File: src/logic/enc_pkg.sv
// shared widths, reset values, decoder states and the status struct for the encoder channel
`default_nettype none

package enc_pkg;

    // --------------------
    // position counter
    // --------------------
    localparam int pos_width = 24;                          // bits of position count
    localparam logic [pos_width-1:0] pos_midrange = 24'h800000;  // reset value, half range

    // --------------------
    // period timer
    // --------------------
    localparam int period_width = 16;                       // bits of period measurement
    // all ones means the encoder has stalled
    localparam logic [period_width-1:0] period_max = {period_width{1'b1}};

    // --------------------
    // input filter
    // --------------------
    localparam int filter_cycles = 4;                       // equal samples before a change
    localparam int filter_cnt_width = $clog2(filter_cycles); // run counter width

    // decoder state machine
    // st_init waits for a first reference code, so power-up levels give no tick
    // st_fault is sticky until the channel is preloaded again
    typedef enum logic [1:0] {
        st_init  = 2'd0,    // no previous code known yet
        st_track = 2'd1,    // steady decoding
        st_fault = 2'd2     // illegal two-bit change seen, still decoding
    } dec_state_t;

    // status word leaving the channel, valid every cycle
    typedef struct packed {
        logic                    overflow;  // sticky wrap flag, cleared by preload
        logic [pos_width-1:0]    position;  // up/down count of steps
        logic                    dir;       // 1 = a leads b
        logic [period_width-1:0] period;    // cycles between the last two ticks
        logic                    stalled;   // period at maximum, no recent motion
        logic                    fault;     // illegal transition latched
    } enc_status_t;

endpackage

`default_nettype wire
File: src/logic/encoder_channel.sv
// top of one quadrature encoder channel: pins in, packed status out; instantiate once per encoder
`default_nettype none
`timescale 1ns/1ps

module encoder_channel (
    input  wire                           clk,
    input  wire                           reset,
    input  wire                           enc_a,    // raw encoder pin a
    input  wire                           enc_b,    // raw encoder pin b
    input  wire                           set_pos,  // one-cycle preload strobe
    input  wire  [enc_pkg::pos_width-1:0] preload,  // value for set_pos
    output enc_pkg::enc_status_t          status    // level, valid every cycle
);

    // --------------------
    // internal wiring
    // --------------------
    logic [1:0]                        code;        // filtered {a, b}
    logic                              tick;        // step strobe
    logic                              dir;         // step direction
    logic                              fault;       // illegal transition latched
    logic [enc_pkg::pos_width-1:0]     position;
    logic                              overflow;
    logic [enc_pkg::period_width-1:0]  period;
    logic                              stalled;

    enc_input_filter u_enc_input_filter (
        .clk   (clk),
        .reset (reset),
        .enc_a (enc_a),
        .enc_b (enc_b),
        .code  (code)
    );

    // preload also drops a latched fault
    quad_decoder u_quad_decoder (
        .clk         (clk),
        .reset       (reset),
        .code        (code),
        .clear_fault (set_pos),
        .tick        (tick),
        .dir         (dir),
        .fault       (fault)
    );

    position_counter u_position_counter (
        .clk      (clk),
        .reset    (reset),
        .tick     (tick),
        .dir      (dir),
        .set_pos  (set_pos),
        .preload  (preload),
        .position (position),
        .overflow (overflow)
    );

    period_timer u_period_timer (
        .clk     (clk),
        .reset   (reset),
        .tick    (tick),
        .period  (period),
        .stalled (stalled)
    );

    // --------------------
    // status packing
    // --------------------
    assign status.overflow = overflow;
    assign status.position = position;
    assign status.dir      = dir;       // straight from decoder, no extra delay
    assign status.period   = period;
    assign status.stalled  = stalled;
    assign status.fault    = fault;

endmodule

`default_nettype wire

File: src/logic/period_timer.sv
// measures clock cycles between decoder ticks as a velocity estimate, saturating when stalled
`default_nettype none
`timescale 1ns/1ps

module period_timer (
    input  wire                              clk,
    input  wire                              reset,
    input  wire                              tick,     // step from the decoder
    output logic [enc_pkg::period_width-1:0] period,   // cycles between last two ticks
    output logic                             stalled   // no tick for period_max cycles
);

    // free-running interval count, restarted on every tick
    logic [enc_pkg::period_width-1:0] cycle_cnt;
    logic                             cnt_full;  // count has hit the ceiling

    assign cnt_full = (cycle_cnt == enc_pkg::period_max);

    // --------------------
    // interval counter
    // --------------------
    always_ff @(posedge clk)
    begin
        if (reset)
            cycle_cnt <= {{(enc_pkg::period_width-1){1'b0}}, 1'b1};
        else if (tick)
            cycle_cnt <= {{(enc_pkg::period_width-1){1'b0}}, 1'b1};  // restart from 1
        else if (!cnt_full)
            cycle_cnt <= cycle_cnt + 1'b1;
        // else hold at period_max until motion resumes
    end

    // --------------------
    // period latch
    // --------------------
    // reset reports period_max since no motion has been seen yet,
    // but stalled stays low until the timer really runs out
    always_ff @(posedge clk)
    begin
        if (reset)
        begin
            period  <= enc_pkg::period_max;
            stalled <= 1'b0;
        end
        else if (tick)
        begin
            period  <= cycle_cnt;       // spacing of this tick from the last one
            stalled <= 1'b0;            // moving again
        end
        else if (cnt_full)
        begin
            period  <= enc_pkg::period_max;  // too slow to measure
            stalled <= 1'b1;
        end
    end

endmodule

`default_nettype wire

File: src/logic/position_counter.sv
// 24-bit up/down position counter driven by decoder ticks, with preload and sticky overflow
`default_nettype none
`timescale 1ns/1ps

module position_counter (
    input  wire                          clk,
    input  wire                          reset,
    input  wire                          tick,      // one step
    input  wire                          dir,       // 1 = count up
    input  wire                          set_pos,   // load preload, clear overflow
    input  wire  [enc_pkg::pos_width-1:0] preload,  // value loaded by set_pos
    output logic [enc_pkg::pos_width-1:0] position, // current count
    output logic                         overflow   // sticky wrap flag
);

    // --------------------
    // wrap detect
    // --------------------
    logic wrap_up;      // step up from all ones
    logic wrap_down;    // step down from zero

    assign wrap_up   = dir & (position == {enc_pkg::pos_width{1'b1}});
    assign wrap_down = ~dir & (position == '0);

    // --------------------
    // counter
    // --------------------
    // preload beats a tick arriving in the same cycle
    always_ff @(posedge clk)
    begin
        if (reset)
        begin
            position <= enc_pkg::pos_midrange;  // room to move both ways
            overflow <= 1'b0;
        end
        else if (set_pos)
        begin
            position <= preload;
            overflow <= 1'b0;
        end
        else if (tick)
        begin
            if (dir)
                position <= position + 1'b1;    // wraps modulo 2^24
            else
                position <= position - 1'b1;
            if (wrap_up || wrap_down)
                overflow <= 1'b1;               // held until next preload
        end
    end

endmodule

`default_nettype wire

File: src/logic/quad_decoder.sv
// quadrature state machine: turns filtered a/b codes into step ticks, direction and a fault flag
`default_nettype none
`timescale 1ns/1ps

module quad_decoder (
    input  wire        clk,
    input  wire        reset,
    input  wire  [1:0] code,        // filtered {a, b}
    input  wire        clear_fault, // preload strobe, drops a latched fault
    output logic       tick,        // one cycle per valid step
    output logic       dir,         // 1 = a leads b, held between ticks
    output logic       fault        // illegal transition latched
);

    enc_pkg::dec_state_t state;     // decoder state
    logic [1:0] prev_code;          // code seen on the previous cycle

    logic [1:0] code_diff;          // bits that changed since prev cycle
    logic       single_step;        // exactly one bit changed, a legal step
    logic       double_step;        // both bits changed, step lost

    // --------------------
    // transition detect
    // --------------------
    // odd parity of old xor new means one line moved
    assign code_diff   = code ^ prev_code;
    assign single_step = ^code_diff;
    assign double_step = &code_diff;

    assign fault = (state == enc_pkg::st_fault);

    // --------------------
    // state machine
    // --------------------
    always_ff @(posedge clk)
    begin
        if (reset)
        begin
            state     <= enc_pkg::st_init;
            prev_code <= 2'b00;
            tick      <= 1'b0;
            dir       <= 1'b0;
        end
        else
        begin
            prev_code <= code;      // always remember last code
            tick      <= 1'b0;      // default, strobe only
            case (state)
                enc_pkg::st_init:
                begin
                    // first code becomes the reference, no tick
                    state <= enc_pkg::st_track;
                end
                enc_pkg::st_track,
                enc_pkg::st_fault:
                begin
                    if (single_step)
                    begin
                        tick <= 1'b1;
                        dir  <= code[1] ^ prev_code[0];  // a ^ b_prev
                    end
                    // a new fault wins over a clear in the same cycle
                    if (double_step)
                        state <= enc_pkg::st_fault;
                    else if (clear_fault)
                        state <= enc_pkg::st_track;
                end
                default:
                    state <= enc_pkg::st_init;  // unused encoding, start over
            endcase
        end
    end

endmodule

`default_nettype wire

File: src/logic/enc_input_filter.sv
// synchronises and debounces the raw a/b encoder pins; feeds a clean code to the decoder
`default_nettype none
`timescale 1ns/1ps

module enc_input_filter (
    input  wire        clk,
    input  wire        reset,
    input  wire        enc_a,   // raw encoder line a, asynchronous
    input  wire        enc_b,   // raw encoder line b, asynchronous
    output logic [1:0] code     // filtered {a, b}
);

    // --------------------
    // two-flop synchroniser
    // --------------------
    logic [1:0] sync_1;     // first stage, may be metastable
    logic [1:0] sync_2;     // second stage, safe to use

    always_ff @(posedge clk)
    begin
        if (reset)
        begin
            sync_1 <= 2'b00;
            sync_2 <= 2'b00;
        end
        else
        begin
            sync_1 <= {enc_a, enc_b};
            sync_2 <= sync_1;
        end
    end

    // --------------------
    // stability filter
    // --------------------
    // each line keeps a run count of samples that differ from its output;
    // the output follows only after filter_cycles such samples in a row
    logic [enc_pkg::filter_cnt_width-1:0] run_cnt [2];

    always_ff @(posedge clk)
    begin
        if (reset)
        begin
            code <= 2'b00;
            for (int i = 0; i < 2; i++)
                run_cnt[i] <= '0;
        end
        else
        begin
            for (int i = 0; i < 2; i++)
            begin
                if (sync_2[i] == code[i])
                    run_cnt[i] <= '0;           // steady, nothing pending
                else if (run_cnt[i] == enc_pkg::filter_cnt_width'(enc_pkg::filter_cycles - 1))
                begin
                    code[i]    <= sync_2[i];    // held long enough, accept
                    run_cnt[i] <= '0;
                end
                else
                    run_cnt[i] <= run_cnt[i] + 1'b1;  // still bouncing or too short
            end
        end
    end

endmodule

`default_nettype wire

File: config.mk
export PLATFORM = sky130hd
export DESIGN_NAME = encoder_channel
export DESIGN_NICKNAME = d
export VERILOG_FILES = /design/src/logic/enc_pkg.sv /design/src/logic/encoder_channel.sv /design/src/logic/period_timer.sv /design/src/logic/position_counter.sv /design/src/logic/quad_decoder.sv /design/src/logic/enc_input_filter.sv
export SDC_FILE = /design/constraint.sdc
export NUM_CORES = 1
export LEC_CHECK = 0
export BUFFER_PORTS_ARGS = -buffer_cell sky130_fd_sc_hd__buf_2
export CORE_AREA = 2 2 107 109
export DETAILED_ROUTE_END_ITERATION = 7
export DIE_AREA = 0 0 109 111
export GPL_TIMING_DRIVEN = 0
export PLACE_DENSITY = 0.64
export SYNTH_ARGS = -nofsm -noshare
export SYNTH_HDL_FRONTEND = slang
export SYNTH_SLANG_ARGS = --single-unit
File: constraint.sdc
create_clock -name clk -period 5.81 [get_ports clk]
set_input_delay 0.581 -clock clk [delete_from_list [all_inputs] [get_ports clk]]
set_output_delay 0.581 -clock clk [all_outputs]
set_load 0.02 [all_outputs]
* Yosys cells after proc, flatten, opt, wreduce, memory -nomap -nowiden
Memory sizes are Yosys's and may differ from the RTL's.
Cells that the tools add are included.
** Storage, ports and cells
- Register bits after elaboration :: 70
- RAM bits :: 4
- Input port bits :: 29
- Output and inout bits :: 44
- Word-level logic and storage cells :: 96
- Memories kept :: 1
** Memories
- u_enc_input_filter.run_cnt :: depth 2, bits a word 2, read ports 2, clocked after memory_dff 0, write ports 2, RTL line enc_input_filter.sv:38 : logic [enc_pkg::filter_cnt_width-1:0] run_cnt [2];
** Operators by class
- $add $sub $neg :: 5
- Equal/unequal tests :: 9
- Multiplexer cells :: 39
- Bitwise gates (word level) :: 14
- Reduce and logical (&&, ||, !) cells :: 15
** Operators with widths (number)
- 24-bit two-way mux :: 3
- 16-bit two-way mux :: 2
- 1-bit two-way mux :: 25
- 24-bit by 1-bit adder with 24-bit output, second input constant :: 1
- 24-bit equality test, second input constant :: 1
- 24-bit zero test :: 1
- 24-bit by 1-bit subtractor with 24-bit output, second input constant :: 1
- 16-bit by 1-bit adder with 16-bit output, second input constant :: 1
- 16-bit equality test, second input constant :: 1
- 2-bit two-way mux :: 8
- 2-bit AND reduction :: 5
- 2-bit OR reduction :: 4
- 2-bit equality test, second input constant :: 3
- 1-bit bitwise OR :: 6
- 2-bit by 1-bit adder with 2-bit output, second input constant :: 2
- 1-bit NOT :: 4
- 2-bit case mux with 2 select lines :: 1
- 2-bit nonzero test :: 2
- 3-bit by 2-bit inequality test with 1-bit output, second input constant :: 1
- 1-bit bitwise AND :: 2
- 1-bit equality test :: 2
- 2-bit by 1-bit equality test with 1-bit output, second input constant :: 1
- 2-bit zero test :: 1
- 2-bit parity :: 1
- other kinds (3) :: 3

* Depth between registers and ports, before layout
- Depth after elaboration :: 7
- Gate-level depth with buffers :: 11
- Mapped depth without buffers :: 10

* Cells and area by module
A second synthesis with hierarchy kept.
** Unflattened totals
- Cell total of the unflattened synthesis :: 553
- Area, all modules :: 4723.3 µm²
** Modules (own cells, without submodules)
- position_counter :: instances 1, cells each 326, area an instance 2512.4 µm², seq. area each 500.5 µm²
- period_timer :: instances 1, cells each 165, area an instance 1482.7 µm², seq. area each 660.6 µm²
- enc_input_filter :: instances 1, cells each 28, area an instance 402.9 µm², seq. area each 240.2 µm²
- quad_decoder :: instances 1, cells each 30, area an instance 295.3 µm², seq. area each 120.1 µm²
- encoder_channel :: instances 1, cells each 4, area an instance 30.0 µm², seq. area each 0.0 µm²

* Worst setup path before layout
No wires, ideal clock.
- Path type :: reg-to-reg
- From :: reg u_quad_decoder.dir
- To :: reg u_position_counter.position[22] (netlist name)
- Setup time :: 0.132 ns
- Arrival :: 2.532 ns
- Data required time :: 5.678 ns
- Path slack :: 3.146 ns
- Cell stages (with the launch flop) :: 11
- Buffers on the path :: 0
- Path through :: dfxtp_1 > inv_1 > ha_1 > a21o_1 > a221o_2 > nand4_2 > a31oi_2 > a31oi_1 > o31ai_1 > xnor2_1 > o22ai_1
** Between the ends
- Cells in the longest elaborated chain, start to end :: 3
** Ends and longest elaborated chain
- start: declaration :: RTL line quad_decoder.sv:11 : output logic dir,
- start signal: assignment :: RTL line quad_decoder.sv:60 : dir <= code[1] ^ prev_code[0];
- 24-bit two-way mux :: RTL line position_counter.sv:43 : if (dir)
- 24-bit two-way mux :: RTL line position_counter.sv:41 : else if (tick)
- 24-bit two-way mux :: RTL line position_counter.sv:36 : else if (set_pos)
- end signal: assignment :: RTL line position_counter.sv:38 : position <= preload;
- end signal: assignment :: RTL line position_counter.sv:44 : position <= position + 1'b1;
- end signal: assignment :: RTL line position_counter.sv:46 : position <= position - 1'b1;
- end: declaration :: RTL line position_counter.sv:12 : output logic [enc_pkg::pos_width-1:0] position,
No other way between the ends. The select of a mux whose other input is x is not followed.
A chain may end at the register's enable or synchronous reset.

* Worst setup path in the final report
Ends and elaborated chain as after synthesis.

==> metrics.log <==
[metrics] result of the run: complete, no violations
[metrics] IO Count: between 70 and 80
[metrics] clock root buffer master: sky130_fd_sc_hd__clkbuf_16
[metrics] placement row count: 39
[metrics] Setup TNS Final: 0 ns
[metrics] number of antenna violations at the first check in global routing: 0
[metrics] clock tree from TritonCTS: done
[metrics] area of the core: roughly 0.011 mm²
[metrics] RSZ-0062 raised after global routing: false
[metrics] total routed wirelength: ~12,000 µm
[metrics] Fmax: roughly 300 MHz
[metrics] Critical Path Sink Type: flip-flop
[metrics] register-to-register path setup slack: approximately 2.5 ns
[metrics] worst setup skew after layout: about 0.0089 ns
[metrics] count of flip-flops with a built-in enable after synthesis: 4
[metrics] routed vias: just over 4,000
[metrics] die height: approximately 110 µm
[metrics] Static Leakage: 2.23 nW
[metrics] number of setup buffers added after CTS: 0
[metrics] source of the worst register-to-register timing path: u_quad_decoder.dir$_SDFFE_PP0P_
[metrics] global-route met2 utilization: 35.3%
[metrics] areal power density over the cells: 284 mW/mm²
[metrics] number of register bits inferred by synthesis: 74
[metrics] Tightest Hold Check Type: flip-flop to flip-flop
[metrics] initial cell density of the core: 39.0%
[metrics] cell count after synthesis: roughly 520
[metrics] Max-Slew Margin vs Limit: 38.9%
[metrics] start point of the critical path: u_quad_decoder.dir$_SDFFE_PP0P_
[metrics] number of global-route vias before repair: between 3,000 and 4,000
[metrics] share of synthesized registers carrying an async set or reset: 0%
[metrics] unique cell type count in the Yosys netlist: a little over 60
[metrics] Yosys top cell by area: sky130_fd_sc_hd__dfxtp_1
[metrics] post-synthesis instance area: roughly 0.0043 mm²
[metrics] fraction of final layout cells sized beyond drive strength 1: between 15 and 20%
[metrics] leading cell types by total area after synthesis: sky130_fd_sc_hd__dfxtp_1, sky130_fd_sc_hd__ha_1, sky130_fd_sc_hd__nor2_1, sky130_fd_sc_hd__a21oi_1, sky130_fd_sc_hd__xor2_1
[metrics] maximum vdd ir drop: 156 µV
[metrics] number of sinks driven by the clock tree: 74
[metrics] hold slack final: about 0.44 ns
[metrics] Final Max Tran Viols: 0
[metrics] grt total ovfl: 0
[metrics] Total Nets Final: 666
[metrics] crit path time final: 3.30 ns
[metrics] number of buffers inserted during clock tree synthesis: 9
[metrics] Global Route Usage Sum: between 20% and 30%
[metrics] total of warnings raised by yosys: 0
[metrics] hold buffer count at cts: 0
[metrics] clock-pin transition on the worst setup and hold timing paths: approximately 0.06 ns
[metrics] latest clock arrival within the worst-skew pair: ~0.34 ns
[metrics] final antenna diode count: 0
[metrics] DR vias/cell: 5.45
[metrics] met1 layer usage reported by global route: 25.6%
[metrics] area enclosed by the die boundary: 0.0121 mm²
[metrics] post-DP HPWL: approximately 9000 µm
[metrics] Resized Gates After CTS: 0
[metrics] final-report setup violation count: 0
[metrics] maximum number of pins on one net before global-route repair: 26
[metrics] most heavily used metal layer in global routing: met2
[metrics] slew of the pin with the lowest slew margin: 0.915 ns
[metrics] die span in x: about 110 µm
[metrics] count of unresolved DRC violations after routing: 0
[metrics] Period Utilization, post-route: roughly 57%
[metrics] average detailed-routed wire length per instance: about 16 µm
[metrics] critical hold path startpoint: u_enc_input_filter.sync_1[0]$_SDFF_PP0_
[metrics] layout-stage area growth over the synthesis result: 20.6%
[metrics] Global Route met3 Usage: 4.70%
[metrics] CP startpoint kind: flip-flop
[metrics] Port Buf Inserts: 70
[metrics] Mapped Avg Cell Area: approximately 8.3 µm²
[metrics] Initial DRT Pass Iterations: 4
[metrics] Initial DRC Count: about 190
[metrics] final-report hold violation count: 0
[metrics] Maximum Capacitance Violations: 0
[metrics] routability cong.: ~0.94
[metrics] CTS max path bufs: 2
[metrics] Critical Path AT: around 3.5 ns
[metrics] number of levels in the clock H-tree: 3
[metrics] share of the synthesized area in the top cell type: approximately a third
[metrics] required arrival time at the worst endpoint: roughly 6 ns
[metrics] Antenna Nets Post-Route: 0
[metrics] wire length of the first global-routing pass: approximately 20,000 µm
[metrics] commonest register cell after synthesis: sky130_fd_sc_hd__dfxtp_1
[metrics] crit path max fanout: 25
[metrics] portion of the post-synthesis area used by sequential elements: approximately a third
[metrics] critical path class: flip-flop to flip-flop
sequential cells by signal, indices dropped and copies added (netlist names):
register                     count
u_position_counter.position     24
u_period_timer.cycle_cnt        16
u_period_timer.period           16
u_enc_input_filter.run_cnt       4
u_enc_input_filter.code          2
u_enc_input_filter.sync_1        2
u_enc_input_filter.sync_2        2
u_quad_decoder.prev_code         2
u_quad_decoder.state             2
u_period_timer.stalled           1
u_position_counter.overflow      1
u_quad_decoder.dir               1
u_quad_decoder.tick              1
per-stage QoR:
step,instances,power [mW],utilization (%),worst slack [ns],instance area [µm²]
after floorplan,526,0.780,-,3.15,4340
after global placement,739,0.849,43.9,2.55,4860
after detailed placement,739,0.854,43.9,2.55,4860
after CTS,755,1.49,47.1,2.52,5220
after global routing,755,1.55,47.1,2.33,5220
final,755,1.48,47.1,2.51,5220
layout make-up:
cell class	instances	area (µm²)
fillers	1102	5860
well taps	143	179
multi-input cells	413	2650
plain buffers	27	118
clock inverters	3	47.5
flip-flops and latches	74	1520
inverters	12	45.0
repair buffers	70	350
clock buffers	13	303
worst paths after layout:
kind                                                                     end  cells after the start
worst min-delay path                 u_enc_input_filter.sync_2[0]$_SDFF_PP0_                      1
worst min register to register       u_enc_input_filter.sync_2[0]$_SDFF_PP0_                      1
worst max-delay path            u_position_counter.position[22]$_SDFFE_PP0P_                     10
worst max register to register  u_position_counter.position[22]$_SDFFE_PP0P_                     10
per-layer routing:
metal | up-vias | part of all wire (%)
li1 | 2059 | -
met1 | 1933 | 43
met2 | 99 | 49
met3 | 21 | 5.6
met4 | 0 | 2.2
met5 | - | 0
placed cells by master, fill, tap and decap left out, drive strengths merged, types with 2 or more instances in the layout:
| master | instances |
|---|---|
| buf | 78 |
| dfxtp | 70 |
| nor2 | 70 |
| a21oi | 45 |
| nand2 | 42 |
| clkbuf | 32 |
| o21ai | 32 |
| ha | 29 |
| nor3 | 25 |
| xor2 | 20 |
| xnor2 | 17 |
| nand4 | 16 |
| a21o | 14 |
| inv | 13 |
| and3 | 10 |
| a31oi | 9 |
| mux2i | 8 |
| nor2b | 7 |
| nor4 | 6 |
| o21a | 6 |
| o22ai | 6 |
| a211oi | 6 |
| edfxtp | 4 |
| conb | 4 |
| o211ai | 4 |
| nand3 | 4 |
| and4 | 3 |
| a221oi | 3 |
| o31ai | 3 |
| and2 | 2 |
| a31o | 2 |
| or3 | 2 |
| a221o | 2 |
| o21bai | 2 |
cell families (layout without fill, tap and decap cells):
family	Yosys count	after routing	share of synthesized area, %
compound gates	141	141	21.4
mux	9	9	2.11
simple gates	192	192	21.2
xor+xnor	37	37	7.49
buf+inv	39	125	3.76
other cells	1	4	0.0867
fa+ha+maj	30	30	8.85
flops	74	74	35.2
cells in the mapped netlist, types with 2 or more instances:
cell,n
sky130_fd_sc_hd__nand3_1,3
sky130_fd_sc_hd__edfxtp_1,4
sky130_fd_sc_hd__nor2_1,68
sky130_fd_sc_hd__mux2i_1,8
sky130_fd_sc_hd__buf_1,3
sky130_fd_sc_hd__buf_4,4
sky130_fd_sc_hd__o21ai_1,14
sky130_fd_sc_hd__a21o_1,13
sky130_fd_sc_hd__nor2_2,2
sky130_fd_sc_hd__o21a_1,6
sky130_fd_sc_hd__o211ai_1,3
sky130_fd_sc_hd__nand4_1,15
sky130_fd_sc_hd__nor3_1,25
sky130_fd_sc_hd__or3_1,2
sky130_fd_sc_hd__and3_1,10
sky130_fd_sc_hd__o21ai_0,17
sky130_fd_sc_hd__nor4_1,6
sky130_fd_sc_hd__dfxtp_1,70
sky130_fd_sc_hd__a31o_1,2
sky130_fd_sc_hd__a211oi_2,2
sky130_fd_sc_hd__nand2_1,42
sky130_fd_sc_hd__ha_1,29
sky130_fd_sc_hd__a221oi_1,3
sky130_fd_sc_hd__a21oi_1,45
sky130_fd_sc_hd__a211oi_1,4
sky130_fd_sc_hd__o22ai_1,6
sky130_fd_sc_hd__o31ai_1,2
sky130_fd_sc_hd__xor2_1,20
sky130_fd_sc_hd__nor2b_1,7
sky130_fd_sc_hd__and2_1,2
sky130_fd_sc_hd__clkbuf_1,19
sky130_fd_sc_hd__inv_1,12
sky130_fd_sc_hd__and4_1,3
sky130_fd_sc_hd__a31oi_1,8
sky130_fd_sc_hd__xnor2_1,17
report_power, final:
part           leakage (nW)  internal [mW]  total (mW)  switching [mW]
logic                  1.45          0.125       0.292           0.167
registers             0.613          0.531       0.556          0.0251
clock network         0.173          0.410       0.634           0.224
total                  2.23           1.07        1.48           0.416
worst max-delay path, cell delays in order, from the launching register on:
cell,delay [ns]
sky130_fd_sc_hd__dfxtp_1,0.37
sky130_fd_sc_hd__inv_1,0.69
sky130_fd_sc_hd__ha_1,0.43
sky130_fd_sc_hd__a21o_1,0.22
sky130_fd_sc_hd__a221o_2,0.43
sky130_fd_sc_hd__nand4_2,0.15
sky130_fd_sc_hd__a31oi_2,0.12
sky130_fd_sc_hd__a31oi_1,0.33
sky130_fd_sc_hd__o31ai_1,0.16
sky130_fd_sc_hd__xnor2_1,0.16
sky130_fd_sc_hd__o22ai_1,0.08
Power figures use the tool's default switching activity.
